File: src/hdl/vdec_pkg.sv
// vdec_pkg: widths, encodings and record types shared by the
// two-lane vector decode stage
`default_nettype none

package vdec_pkg;

  // element offsets cover a 256-element register group
  localparam int unsigned OFFSET_W = 8;

  typedef logic [31:0]         instr_t;
  typedef logic [4:0]          vreg_idx_t;
  typedef logic [OFFSET_W-1:0] offset_t;
  typedef logic [31:0]         xlen_t;

  // selected element width, same encoding as vtype.vsew
  typedef enum logic [1:0] {
    SEW8  = 2'd0,
    SEW16 = 2'd1,
    SEW32 = 2'd2
  } sew_t;

  // operations this stage understands
  typedef enum logic [2:0] {
    OP_ADD       = 3'd0,
    OP_WADD      = 3'd1,
    OP_NSRL      = 3'd2,
    OP_SLIDE1UP  = 3'd3,
    OP_SLIDEUP_X = 3'd4,
    OP_GATHER_I  = 3'd5,
    OP_ILLEGAL   = 3'd6
  } valu_op_t;

  // where the destination element offsets come from
  typedef enum logic [2:0] {
    VD_SRC_NORMAL       = 3'd0,
    VD_SRC_IDX_PLUS_1   = 3'd1,
    VD_SRC_IDX_PLUS_RS1 = 3'd2
  } vd_src_t;

  // where the vs2 element offsets come from
  typedef enum logic [1:0] {
    VS2_SRC_NORMAL = 2'd0,
    VS2_SRC_UIMM   = 2'd1
  } vs2_src_t;

  // decoded control fields of one instruction word
  typedef struct packed {
    valu_op_t  op;
    vreg_idx_t vd;
    vreg_idx_t vs1;
    vreg_idx_t vs2;
    logic [4:0] imm5;
    // vm = 1 means unmasked
    logic      vm;
    logic      vd_widen;
    logic      vd_narrow;
    vd_src_t   vd_src;
    vs2_src_t  vs2_src;
    logic      legal;
  } dec_ctrl_t;

  // element offsets for lane 0 and lane 1
  typedef struct packed {
    offset_t offset0;
    offset_t offset1;
  } lane_offsets_t;

  // decode to execute record, one per beat
  typedef struct packed {
    valu_op_t      op;
    vreg_idx_t     vd;
    sew_t          eew;
    sew_t          vs2_sew;
    lane_offsets_t woffset;
    lane_offsets_t vs2_offset;
    logic [1:0]    wen;
    logic          decode_done;
  } exec_rec_t;

endpackage

`default_nettype wire

File: src/hdl/vdec_decoder.sv
// vdec_decoder: combinational decode of a vector instruction word into
// op, register fields, width flags and offset sources
`timescale 1ns/1ns
`default_nettype none

module vdec_decoder (
  input  vdec_pkg::instr_t    instr,
  output vdec_pkg::dec_ctrl_t ctrl
);
  import vdec_pkg::*;

  // OP-V major opcode
  localparam logic [6:0] VOPCODE = 7'h57;

  // funct3 categories
  localparam logic [2:0] F3_OPIVV = 3'b000;
  localparam logic [2:0] F3_OPMVV = 3'b010;
  localparam logic [2:0] F3_OPIVI = 3'b011;
  localparam logic [2:0] F3_OPIVX = 3'b100;
  localparam logic [2:0] F3_OPMVX = 3'b110;

  // funct6 values
  localparam logic [5:0] F6_VADD     = 6'b000000;
  localparam logic [5:0] F6_VWADD    = 6'b110001;
  localparam logic [5:0] F6_VNSRL    = 6'b101100;
  localparam logic [5:0] F6_VSLIDEUP = 6'b001110;
  localparam logic [5:0] F6_VRGATHER = 6'b001100;

  typedef struct packed {
    logic [5:0] funct6;
    logic       vm;
    vreg_idx_t  vs2;
    vreg_idx_t  vs1;
    logic [2:0] funct3;
    vreg_idx_t  vd;
    logic [6:0] opcode;
  } vfields_t;

  vfields_t f;
  valu_op_t op;

  assign f = vfields_t'(instr);

  always_comb begin
    op = OP_ILLEGAL;
    if (f.opcode == VOPCODE) begin
      case ({f.funct6, f.funct3})
        {F6_VADD, F3_OPIVV}:     op = OP_ADD;
        {F6_VWADD, F3_OPMVV}:    op = OP_WADD;
        {F6_VNSRL, F3_OPIVV}:    op = OP_NSRL;
        // slide1up and slideup.vx share funct6, funct3 tells them apart
        {F6_VSLIDEUP, F3_OPMVX}: op = OP_SLIDE1UP;
        {F6_VSLIDEUP, F3_OPIVX}: op = OP_SLIDEUP_X;
        {F6_VRGATHER, F3_OPIVI}: op = OP_GATHER_I;
        default:                 op = OP_ILLEGAL;
      endcase
    end
  end

  always_comb begin
    ctrl.op        = op;
    ctrl.vd        = f.vd;
    ctrl.vs1       = f.vs1;
    ctrl.vs2       = f.vs2;
    // imm5 lives in the vs1 slot
    ctrl.imm5      = f.vs1;
    ctrl.vm        = f.vm;
    ctrl.vd_widen  = (op == OP_WADD);
    ctrl.vd_narrow = (op == OP_NSRL);
    ctrl.legal     = (op != OP_ILLEGAL);

    ctrl.vd_src  = VD_SRC_NORMAL;
    ctrl.vs2_src = VS2_SRC_NORMAL;
    case (op)
      OP_SLIDE1UP:  ctrl.vd_src  = VD_SRC_IDX_PLUS_1;
      OP_SLIDEUP_X: ctrl.vd_src  = VD_SRC_IDX_PLUS_RS1;
      OP_GATHER_I:  ctrl.vs2_src = VS2_SRC_UIMM;
      default: begin
        ctrl.vd_src  = VD_SRC_NORMAL;
        ctrl.vs2_src = VS2_SRC_NORMAL;
      end
    endcase
  end

endmodule

`default_nettype wire

File: src/hdl/elem_sequencer.sv
// elem_sequencer: walks element offsets from vstart to vl, STEP per beat,
// and tracks busy across the beats of one instruction
`timescale 1ns/1ns
`default_nettype none

module elem_sequencer #(
  parameter int unsigned STEP = 2
) (
  input  logic              CLK,
  input  logic              nRST,
  input  logic              start,
  input  logic              legal,
  input  vdec_pkg::offset_t vl,
  input  vdec_pkg::offset_t vstart,
  input  logic              stall,
  input  logic              flush,
  output vdec_pkg::offset_t offset,
  output logic              beat_valid,
  output logic              next_done,
  output logic              busy
);
  import vdec_pkg::*;

  // one extra bit so offset + STEP near the top does not wrap
  localparam int unsigned EXT_W = OFFSET_W + 1;

  offset_t          off_q;
  logic             start_ok;
  logic [EXT_W-1:0] next_off_ext;

  // beat 0 runs in the start cycle itself, straight from vstart
  assign offset = busy ? off_q : vstart;

  // empty ranges (vstart >= vl) never start
  assign start_ok = start && !busy && !stall && legal && (vstart < vl);

  assign beat_valid = start_ok || (busy && !stall);

  assign next_off_ext = {1'b0, offset} + EXT_W'(STEP);

  // current offset is the last one when the next would reach vl
  assign next_done = (next_off_ext >= {1'b0, vl});

  always_ff @(posedge CLK, negedge nRST) begin
    if (!nRST) begin
      busy  <= 1'b0;
      off_q <= '0;
    end else if (flush) begin
      busy  <= 1'b0;
      off_q <= '0;
    end else if (beat_valid) begin
      off_q <= next_off_ext[OFFSET_W-1:0];
      busy  <= !next_done;
    end
  end

endmodule

`default_nettype wire

File: src/hdl/width_mask_unit.sv
// width_mask_unit: effective and vs2 element widths, plus the per-lane
// write enables after vl and mask checks
`timescale 1ns/1ns
`default_nettype none

module width_mask_unit (
  input  vdec_pkg::dec_ctrl_t ctrl,
  input  vdec_pkg::sew_t      vtype_sew,
  input  logic [1:0]          mask_bits,
  input  logic                beat_valid,
  input  vdec_pkg::offset_t   offset,
  input  vdec_pkg::offset_t   vl,
  output vdec_pkg::sew_t      eew,
  output vdec_pkg::sew_t      vs2_sew,
  output logic [1:0]          wen
);
  import vdec_pkg::*;

  localparam int unsigned EXT_W = OFFSET_W + 1;

  // one step wider, saturating at 32 bits
  function automatic sew_t sew_up(input sew_t s);
    case (s)
      SEW8:    return SEW16;
      default: return SEW32;
    endcase
  endfunction

  // one step narrower, saturating at 8 bits
  function automatic sew_t sew_down(input sew_t s);
    case (s)
      SEW32:   return SEW16;
      default: return SEW8;
    endcase
  endfunction

  always_comb begin
    if (ctrl.vd_widen) begin
      eew = sew_up(vtype_sew);
    end else if (ctrl.vd_narrow) begin
      eew = sew_down(vtype_sew);
    end else begin
      eew = vtype_sew;
    end
  end

  // narrowing reads a 2*SEW source
  assign vs2_sew = ctrl.vd_narrow ? sew_up(vtype_sew) : vtype_sew;

  // lane i sits at offset + i; tail lanes past vl are never written
  always_comb begin
    for (int i = 0; i < 2; i++) begin
      wen[i] = beat_valid
               && (({1'b0, offset} + EXT_W'(i)) < {1'b0, vl})
               && (ctrl.vm || mask_bits[i]);
    end
  end

endmodule

`default_nettype wire

File: src/hdl/decode_latch.sv
// decode_latch: forms destination and vs2 offset pairs and registers the
// execute record, with flush over stall
`timescale 1ns/1ns
`default_nettype none

module decode_latch (
  input  logic                CLK,
  input  logic                nRST,
  input  vdec_pkg::dec_ctrl_t ctrl,
  input  vdec_pkg::offset_t   offset,
  input  vdec_pkg::xlen_t     xs1,
  input  vdec_pkg::sew_t      eew,
  input  vdec_pkg::sew_t      vs2_sew,
  input  logic [1:0]          wen,
  input  logic                beat_valid,
  input  logic                next_done,
  input  logic                stall,
  input  logic                flush,
  output vdec_pkg::exec_rec_t rec
);
  import vdec_pkg::*;

  offset_t       xs1_off;
  offset_t       uimm_off;
  lane_offsets_t woff;
  lane_offsets_t vs2_off;
  exec_rec_t     rec_d;

  // slide amount only matters modulo the offset range
  assign xs1_off  = xs1[OFFSET_W-1:0];
  assign uimm_off = {{(OFFSET_W-5){1'b0}}, ctrl.imm5};

  // destination offsets
  always_comb begin
    case (ctrl.vd_src)
      VD_SRC_IDX_PLUS_1: begin
        woff.offset0 = offset + offset_t'(1);
        woff.offset1 = offset + offset_t'(2);
      end
      VD_SRC_IDX_PLUS_RS1: begin
        woff.offset0 = offset + xs1_off;
        woff.offset1 = offset + xs1_off + offset_t'(1);
      end
      default: begin
        woff.offset0 = offset;
        woff.offset1 = offset + offset_t'(1);
      end
    endcase
  end

  // vs2 offsets, gather by immediate reads one element for both lanes
  always_comb begin
    case (ctrl.vs2_src)
      VS2_SRC_UIMM: begin
        vs2_off.offset0 = uimm_off;
        vs2_off.offset1 = uimm_off;
      end
      default: begin
        vs2_off.offset0 = offset;
        vs2_off.offset1 = offset + offset_t'(1);
      end
    endcase
  end

  always_comb begin
    rec_d             = '0;
    rec_d.op          = ctrl.op;
    rec_d.vd          = ctrl.vd;
    rec_d.eew         = eew;
    rec_d.vs2_sew     = vs2_sew;
    rec_d.woffset     = woff;
    rec_d.vs2_offset  = vs2_off;
    rec_d.wen         = wen;
    rec_d.decode_done = beat_valid && next_done;
  end

  always_ff @(posedge CLK, negedge nRST) begin
    if (!nRST) begin
      rec <= '0;
    end else if (flush) begin
      rec <= '0;
    end else if (!stall) begin
      rec <= rec_d;
    end
  end

endmodule

`default_nettype wire

File: src/hdl/vector_decode_stage.sv
// vector_decode_stage: two-lane vector decode, from instruction word to
// the registered decode to execute record
`timescale 1ns/1ns
`default_nettype none

module vector_decode_stage #(
  parameter int unsigned LANES = 2
) (
  input  logic                CLK,
  input  logic                nRST,
  input  vdec_pkg::instr_t    instr,
  input  logic                start,
  input  vdec_pkg::sew_t      vtype_sew,
  input  vdec_pkg::offset_t   vl,
  input  vdec_pkg::offset_t   vstart,
  input  vdec_pkg::xlen_t     xs1,
  input  logic [1:0]          mask_bits,
  input  logic                stall,
  input  logic                flush,
  output vdec_pkg::exec_rec_t rec,
  output logic                busy
);
  import vdec_pkg::*;

  dec_ctrl_t  ctrl;
  offset_t    offset;
  logic       beat_valid;
  logic       next_done;
  sew_t       eew;
  sew_t       vs2_sew;
  logic [1:0] wen;

  vdec_decoder u_decoder (
    .instr (instr),
    .ctrl  (ctrl)
  );

  // one beat covers LANES elements
  elem_sequencer #(
    .STEP (LANES)
  ) u_sequencer (
    .CLK        (CLK),
    .nRST       (nRST),
    .start      (start),
    .legal      (ctrl.legal),
    .vl         (vl),
    .vstart     (vstart),
    .stall      (stall),
    .flush      (flush),
    .offset     (offset),
    .beat_valid (beat_valid),
    .next_done  (next_done),
    .busy       (busy)
  );

  width_mask_unit u_width_mask (
    .ctrl       (ctrl),
    .vtype_sew  (vtype_sew),
    .mask_bits  (mask_bits),
    .beat_valid (beat_valid),
    .offset     (offset),
    .vl         (vl),
    .eew        (eew),
    .vs2_sew    (vs2_sew),
    .wen        (wen)
  );

  decode_latch u_latch (
    .CLK        (CLK),
    .nRST       (nRST),
    .ctrl       (ctrl),
    .offset     (offset),
    .xs1        (xs1),
    .eew        (eew),
    .vs2_sew    (vs2_sew),
    .wen        (wen),
    .beat_valid (beat_valid),
    .next_done  (next_done),
    .stall      (stall),
    .flush      (flush),
    .rec        (rec)
  );

endmodule

`default_nettype wire

File: config.mk
export PLATFORM = sky130hd
export DESIGN_NAME = vector_decode_stage
export DESIGN_NICKNAME = d
export VERILOG_FILES = /design/src/hdl/vdec_pkg.sv /design/src/hdl/vdec_decoder.sv /design/src/hdl/elem_sequencer.sv /design/src/hdl/width_mask_unit.sv /design/src/hdl/decode_latch.sv /design/src/hdl/vector_decode_stage.sv
export SDC_FILE = /design/constraint.sdc
export NUM_CORES = 1
export LEC_CHECK = 0
export BUFFER_PORTS_ARGS = -buffer_cell sky130_fd_sc_hd__buf_2
export CORE_MARGIN = 5
export CORE_UTILIZATION = 42
export CTS_BUF_LIST = sky130_fd_sc_hd__clkbuf_8 sky130_fd_sc_hd__clkbuf_16
export DETAILED_ROUTE_END_ITERATION = 12
export PLACE_DENSITY = 0.71
export SETUP_SLACK_MARGIN = 0.2
export SKIP_LAST_GASP = 1
export SYNTH_ARGS = -nofsm -noshare
export SYNTH_HDL_FRONTEND = slang
export SYNTH_HIERARCHICAL = 1
export SYNTH_SLANG_ARGS = --single-unit
File: constraint.sdc
create_clock -name CLK -period 4.6 [get_ports CLK]
set_clock_uncertainty 0.15 [all_clocks]
set_input_delay 0.69 -clock CLK [delete_from_list [all_inputs] [get_ports CLK]]
set_output_delay 0.69 -clock CLK [all_outputs]
set_load 0.1 [all_outputs]
Word-level counts from Yosys, hierarchy flattened. Cells that the tools add are included.

Flip-flop bits (word level): 56. Output and inout port bits: 48. Word-level logic and storage cells: 76.

Add/sub/neg operators: 6. Order comparisons: 4. Equality and inequality tests: 17. Multiplexer cells: 18. Reduce and logical (&&, ||, !) cells: 19.

Operator list (count): two-way mux 47 bit (2); one-hot mux 16 bit (2 select lines) (1); equality test 9 x 7 -> 1 bit, second input constant (3); two-way mux 8 bit (3); equality test 9 bit, second input constant (2); one-hot mux 3 bit (6 select lines) (1); adder 8 x 1 -> 8 bit, second input constant (2); < comparator 8 bit (2); two-way mux 16 bit (1); logical AND 1 bit (10); adder 8 x 1 -> 9 bit, second input constant (1); adder 8 x 2 -> 9 bit, second input constant (1); >= comparator 9 x 8 -> 1 bit (1); zero test 9 bit (1); < comparator 9 x 8 -> 1 bit (1); adder 8 x 2 -> 8 bit, second input constant (1); adder 8 bit (1); two-way mux 2 bit (4); equality test 7 bit, second input constant (1); equality test 3 x 2 -> 1 bit, second input constant (2); equality test 3 bit, second input constant (2); equality test 2 bit, second input constant (2); two-way mux 1 bit (4); one-hot mux 2 bit (2 select lines) (1); other kinds (10) (14).

Logic depth before layout (Yosys ltp).
Word-level depth: 11. Mapped depth: 15. Depth with buffers taken out: 13.

By module. The synthesis kept the hierarchy.

Modules (own cells, without submodules): decode_latch (times used 1, cells an instance 349, area each 3001.6 um2, sequential area each 1176.1 um2); elem_sequencer (times used 1, cells an instance 121, area each 1159.9 um2, sequential area each 225.2 um2); width_mask_unit (times used 1, cells an instance 72, area each 513.0 um2, sequential area each 0.0 um2); vdec_decoder (times used 1, cells an instance 57, area each 429.2 um2, sequential area each 0.0 um2).

Worst setup path after synthesis. OpenSTA, ideal clock, no wires.

Kind: register to register. Start point: register u_sequencer.busy. End point: register u_latch/rec[26] (netlist name). Library setup time: 135 ps. Arrival: 3658 ps. Required time: 4315 ps. Path slack: 657 ps. Stages on the path, launching flop included: 13. Buffers on the path: 2. Period minus slack after synthesis: 3943 ps. Path through: dfrtp_1 buf_6 buf_6 mux2i_1 inv_1 ha_1 fa_1 a211oi_2 nor2_1 a2111oi_2 nand4_1 xnor2_1 o22ai_1.

Longest elaborated chain between the ends: 6.

Ends and longest elaborated chain: start, declared (RTL line elem_sequencer.sv:20) `output logic busy`; start signal, assigned (RTL line elem_sequencer.sv:53) `busy <= !next_done;`; two-way mux 8 bit (*) (RTL line elem_sequencer.sv:32) `assign offset = busy ? off_q : vstart;`; named net offset[0] (RTL line vector_decode_stage.sv:26) `offset_t offset;`; adder 8 bit (RTL line decode_latch.sv:42) `woff.offset1 = offset + xs1_off + offset_t'(1);`; adder 8 x 1 -> 8 bit (RTL line decode_latch.sv:42); one-hot mux 16 bit (2 select lines) (*) (RTL line decode_latch.sv:35) `case (ctrl.vd_src)`; two-way mux 47 bit (*) (RTL line decode_latch.sv:82) `end else if (!stall) begin`; two-way mux 47 bit (*) (RTL line decode_latch.sv:80) `end else if (flush) begin`.

Mark *: on every way through the listed nets, which the timed path passes. The rest lies on a longest branch. The select of a mux whose other input is x is not followed. A chain may end at the register's enable or synchronous reset.

==> run_results.csv <==
group,metric,value,unit
grt,grt_pass1_vias,4626,
final_layout,insertedDiodeCount,0,
final_layout,final_nets,800,
final_layout,syn_to_final_growth,13.6,%
timing,setup_slack,0.829,ns
route,drt-initial-drc-count,249,
floorplanning,io_pins,137,
route,first_pass_iters,5,
worst_setup_path,worst_ep_required_time,4.65,ns
timing,min_period_over_period,82.0,%
placed_design,io_buffer_count,107,
route,antenna_left,0,
route,drt_wl_total,13300,um
floorplanning,std_cell_rows,40,
cts,cts_hold_buf,0,
power,p_leak,2.72,nW
cts,cts_tree,"done",
grt,grt_max_degree,73,
worst_setup_path,cp.arrival,3.82,ns
timing,worst_slew_pin_slew,0.832,ns
cts,post_cts_resized,0,
placed_design,place_ws,0.542,ns
route,wl_per_cell,16.3,um
timing,tns,0,ns
synth,synth_cells,589,
placed_design,place_congestion,0.877,
cts,clk_latency,0.30,ns
route,viasPerCell,5.58,
cts,cts_buffer_depth,2,
min_path,holdCritPathClass,"reg2reg",
synth,synth_warnings,6,
route,via_count,4558,
cts,postCtsSetupBuffers,0,
grt,antenna_found_initial,0,
worst_setup_path,crit_path_start_kind,"input pin",
timing,period_minus_slack,3.77,ns
final_layout,fin_area,5710,um^2
power,irDropWorstVdd,0.163,mV
timing,rsz0062_at_grt,"no",
grt,grtUsageTotal,18.7,%
timing,setup_viol,0,
synth,synthesis.area,5030,um^2
timing,max_freq,0.265,GHz
timing,finalHoldViolCount,0,
grt,grt_pass1_wl,22000,um
power,powerDensity,252,nW/um^2
grt,gr-total-overflow,0,
floorplanning,die_x,119,um
cts,path_clk_slew,0.07,ns
floorplanning,die_y,119,um
cts,cts_root_buf,"clkbuf_16",
cts,cts_sinks,56,
worst_setup_path,crit_fanout,9,
placed_design,placed_area,5560,um^2
run,maxCapViolations,0,
floorplanning,initial_core_util,42.4,%
cts,cts_buffers,5,
final_layout,drive_gt1_share,24.0,%
timing,report.final.slew_viol_count,0,
status,status,"finished, final reports clean",
worst_setup_path,setup.worst_path.class,"in2reg",
cts,h-tree-depth,2,
placed_design,hpwl,10100,um
synth,syn_avg_cell_area,8.54,um^2
floorplanning,die-area,14300,um^2
route,drc,0,
timing,timing.slew.headroom,44.5,%
worst_setup_path,cp-end-kind,"flop",
floorplanning,fp.coreArea,11900,um^2
==> final cells by class <==
cell class                      instances  area, um^2
Tap cell                              147         184
Clock buffer                            5         125
Timing Repair Buffer                  113         581
Clock inverter                          3        23.8
Fill cell                            1142        6150
Sequential cell                        56        1400
Multi-Input combinational cell        462        3280
Inverter                               31         116
==> worst max-delay path, stage by stage <==
cell and delay (ns):
buf_2 0.14, or4_1 0.54, or3_1 0.39, and2b_4 0.20, nor3b_2 0.49, nor3b_4 0.49
nor2_1 0.21, a21o_1 0.21, a21oi_1 0.16, o21ai_0 0.11, o21a_1 0.19
==> metrics by stage <==
stage               power (W)  util (%)  hold slack, ns  instances
floorplan            0.000932         -           0.244        590
global placement      0.00104      46.9           0.326        809
detailed placement    0.00105      46.9           0.327        809
CTS                   0.00145      48.2           0.343        817
global route          0.00152      48.2           0.371        817
finish                0.00144      48.2           0.335        817
==> sequential cells by signal, summed over array words and instances, names as in the netlist <==
name	cells
u_sequencer/busy	1
u_sequencer/off_q	8
u_latch/rec	47
==> cell usage in the layout, fill, tap and decap left out, drive strengths merged, types with 5 or more instances in the layout <==
master	n
a2111oi	5
o21ai	35
a21oi	44
xnor2	16
a211oi	15
inv	31
nand2	45
buf	113
nor3b	5
and3	6
a21o	8
mux2	7
o21a	5
nor2b	9
nor2	76
mux2i	22
xor2	14
nand3	15
nor3	15
dfrtp	56
clkbuf	5
a22oi	6
nand4	8
ha	41
a221oi	6
==> final timing paths <==
kind	start	to	slack (ns)	cells past startpoint
max in group asynchronous	nRST	u_latch/rec[0]	3.46	2
setup / recovery	instr[14]	u_latch/rec[34]	0.83	11
hold / removal	u_latch/rec[23]	u_latch/rec[23]	0.33	2
setup reg to reg	u_sequencer/busy	u_latch/rec[25]	0.97	9
hold reg to reg	u_latch/rec[23]	u_latch/rec[23]	0.33	2
min in group asynchronous	nRST	u_latch/rec[10]	0.36	2
==> layer usage <==
| metal | vias to the layer above | track usage (%) | wire length [um] |
|---|---|---|---|
| met3 | 25 | 4.23 | 610 |
| li1 | 2263 | - | - |
| met5 | - | 0 | 0 |
| met2 | 125 | 32.5 | 6490 |
| met1 | 2145 | 22.7 | 5900 |
| met4 | 0 | 6.66 | 293 |
==> where the power goes <==
part	total, W	switching [W]	leakage, nW	internal [W]
logic	0.000517	0.000370	1.90	0.000148
clock network	0.000395	0.000192	0.0660	0.000203
registers	0.000526	0.0000119	0.750	0.000514
total	0.00144	0.000573	2.72	0.000865
Note: power is estimated with default switching activity, not from simulation.
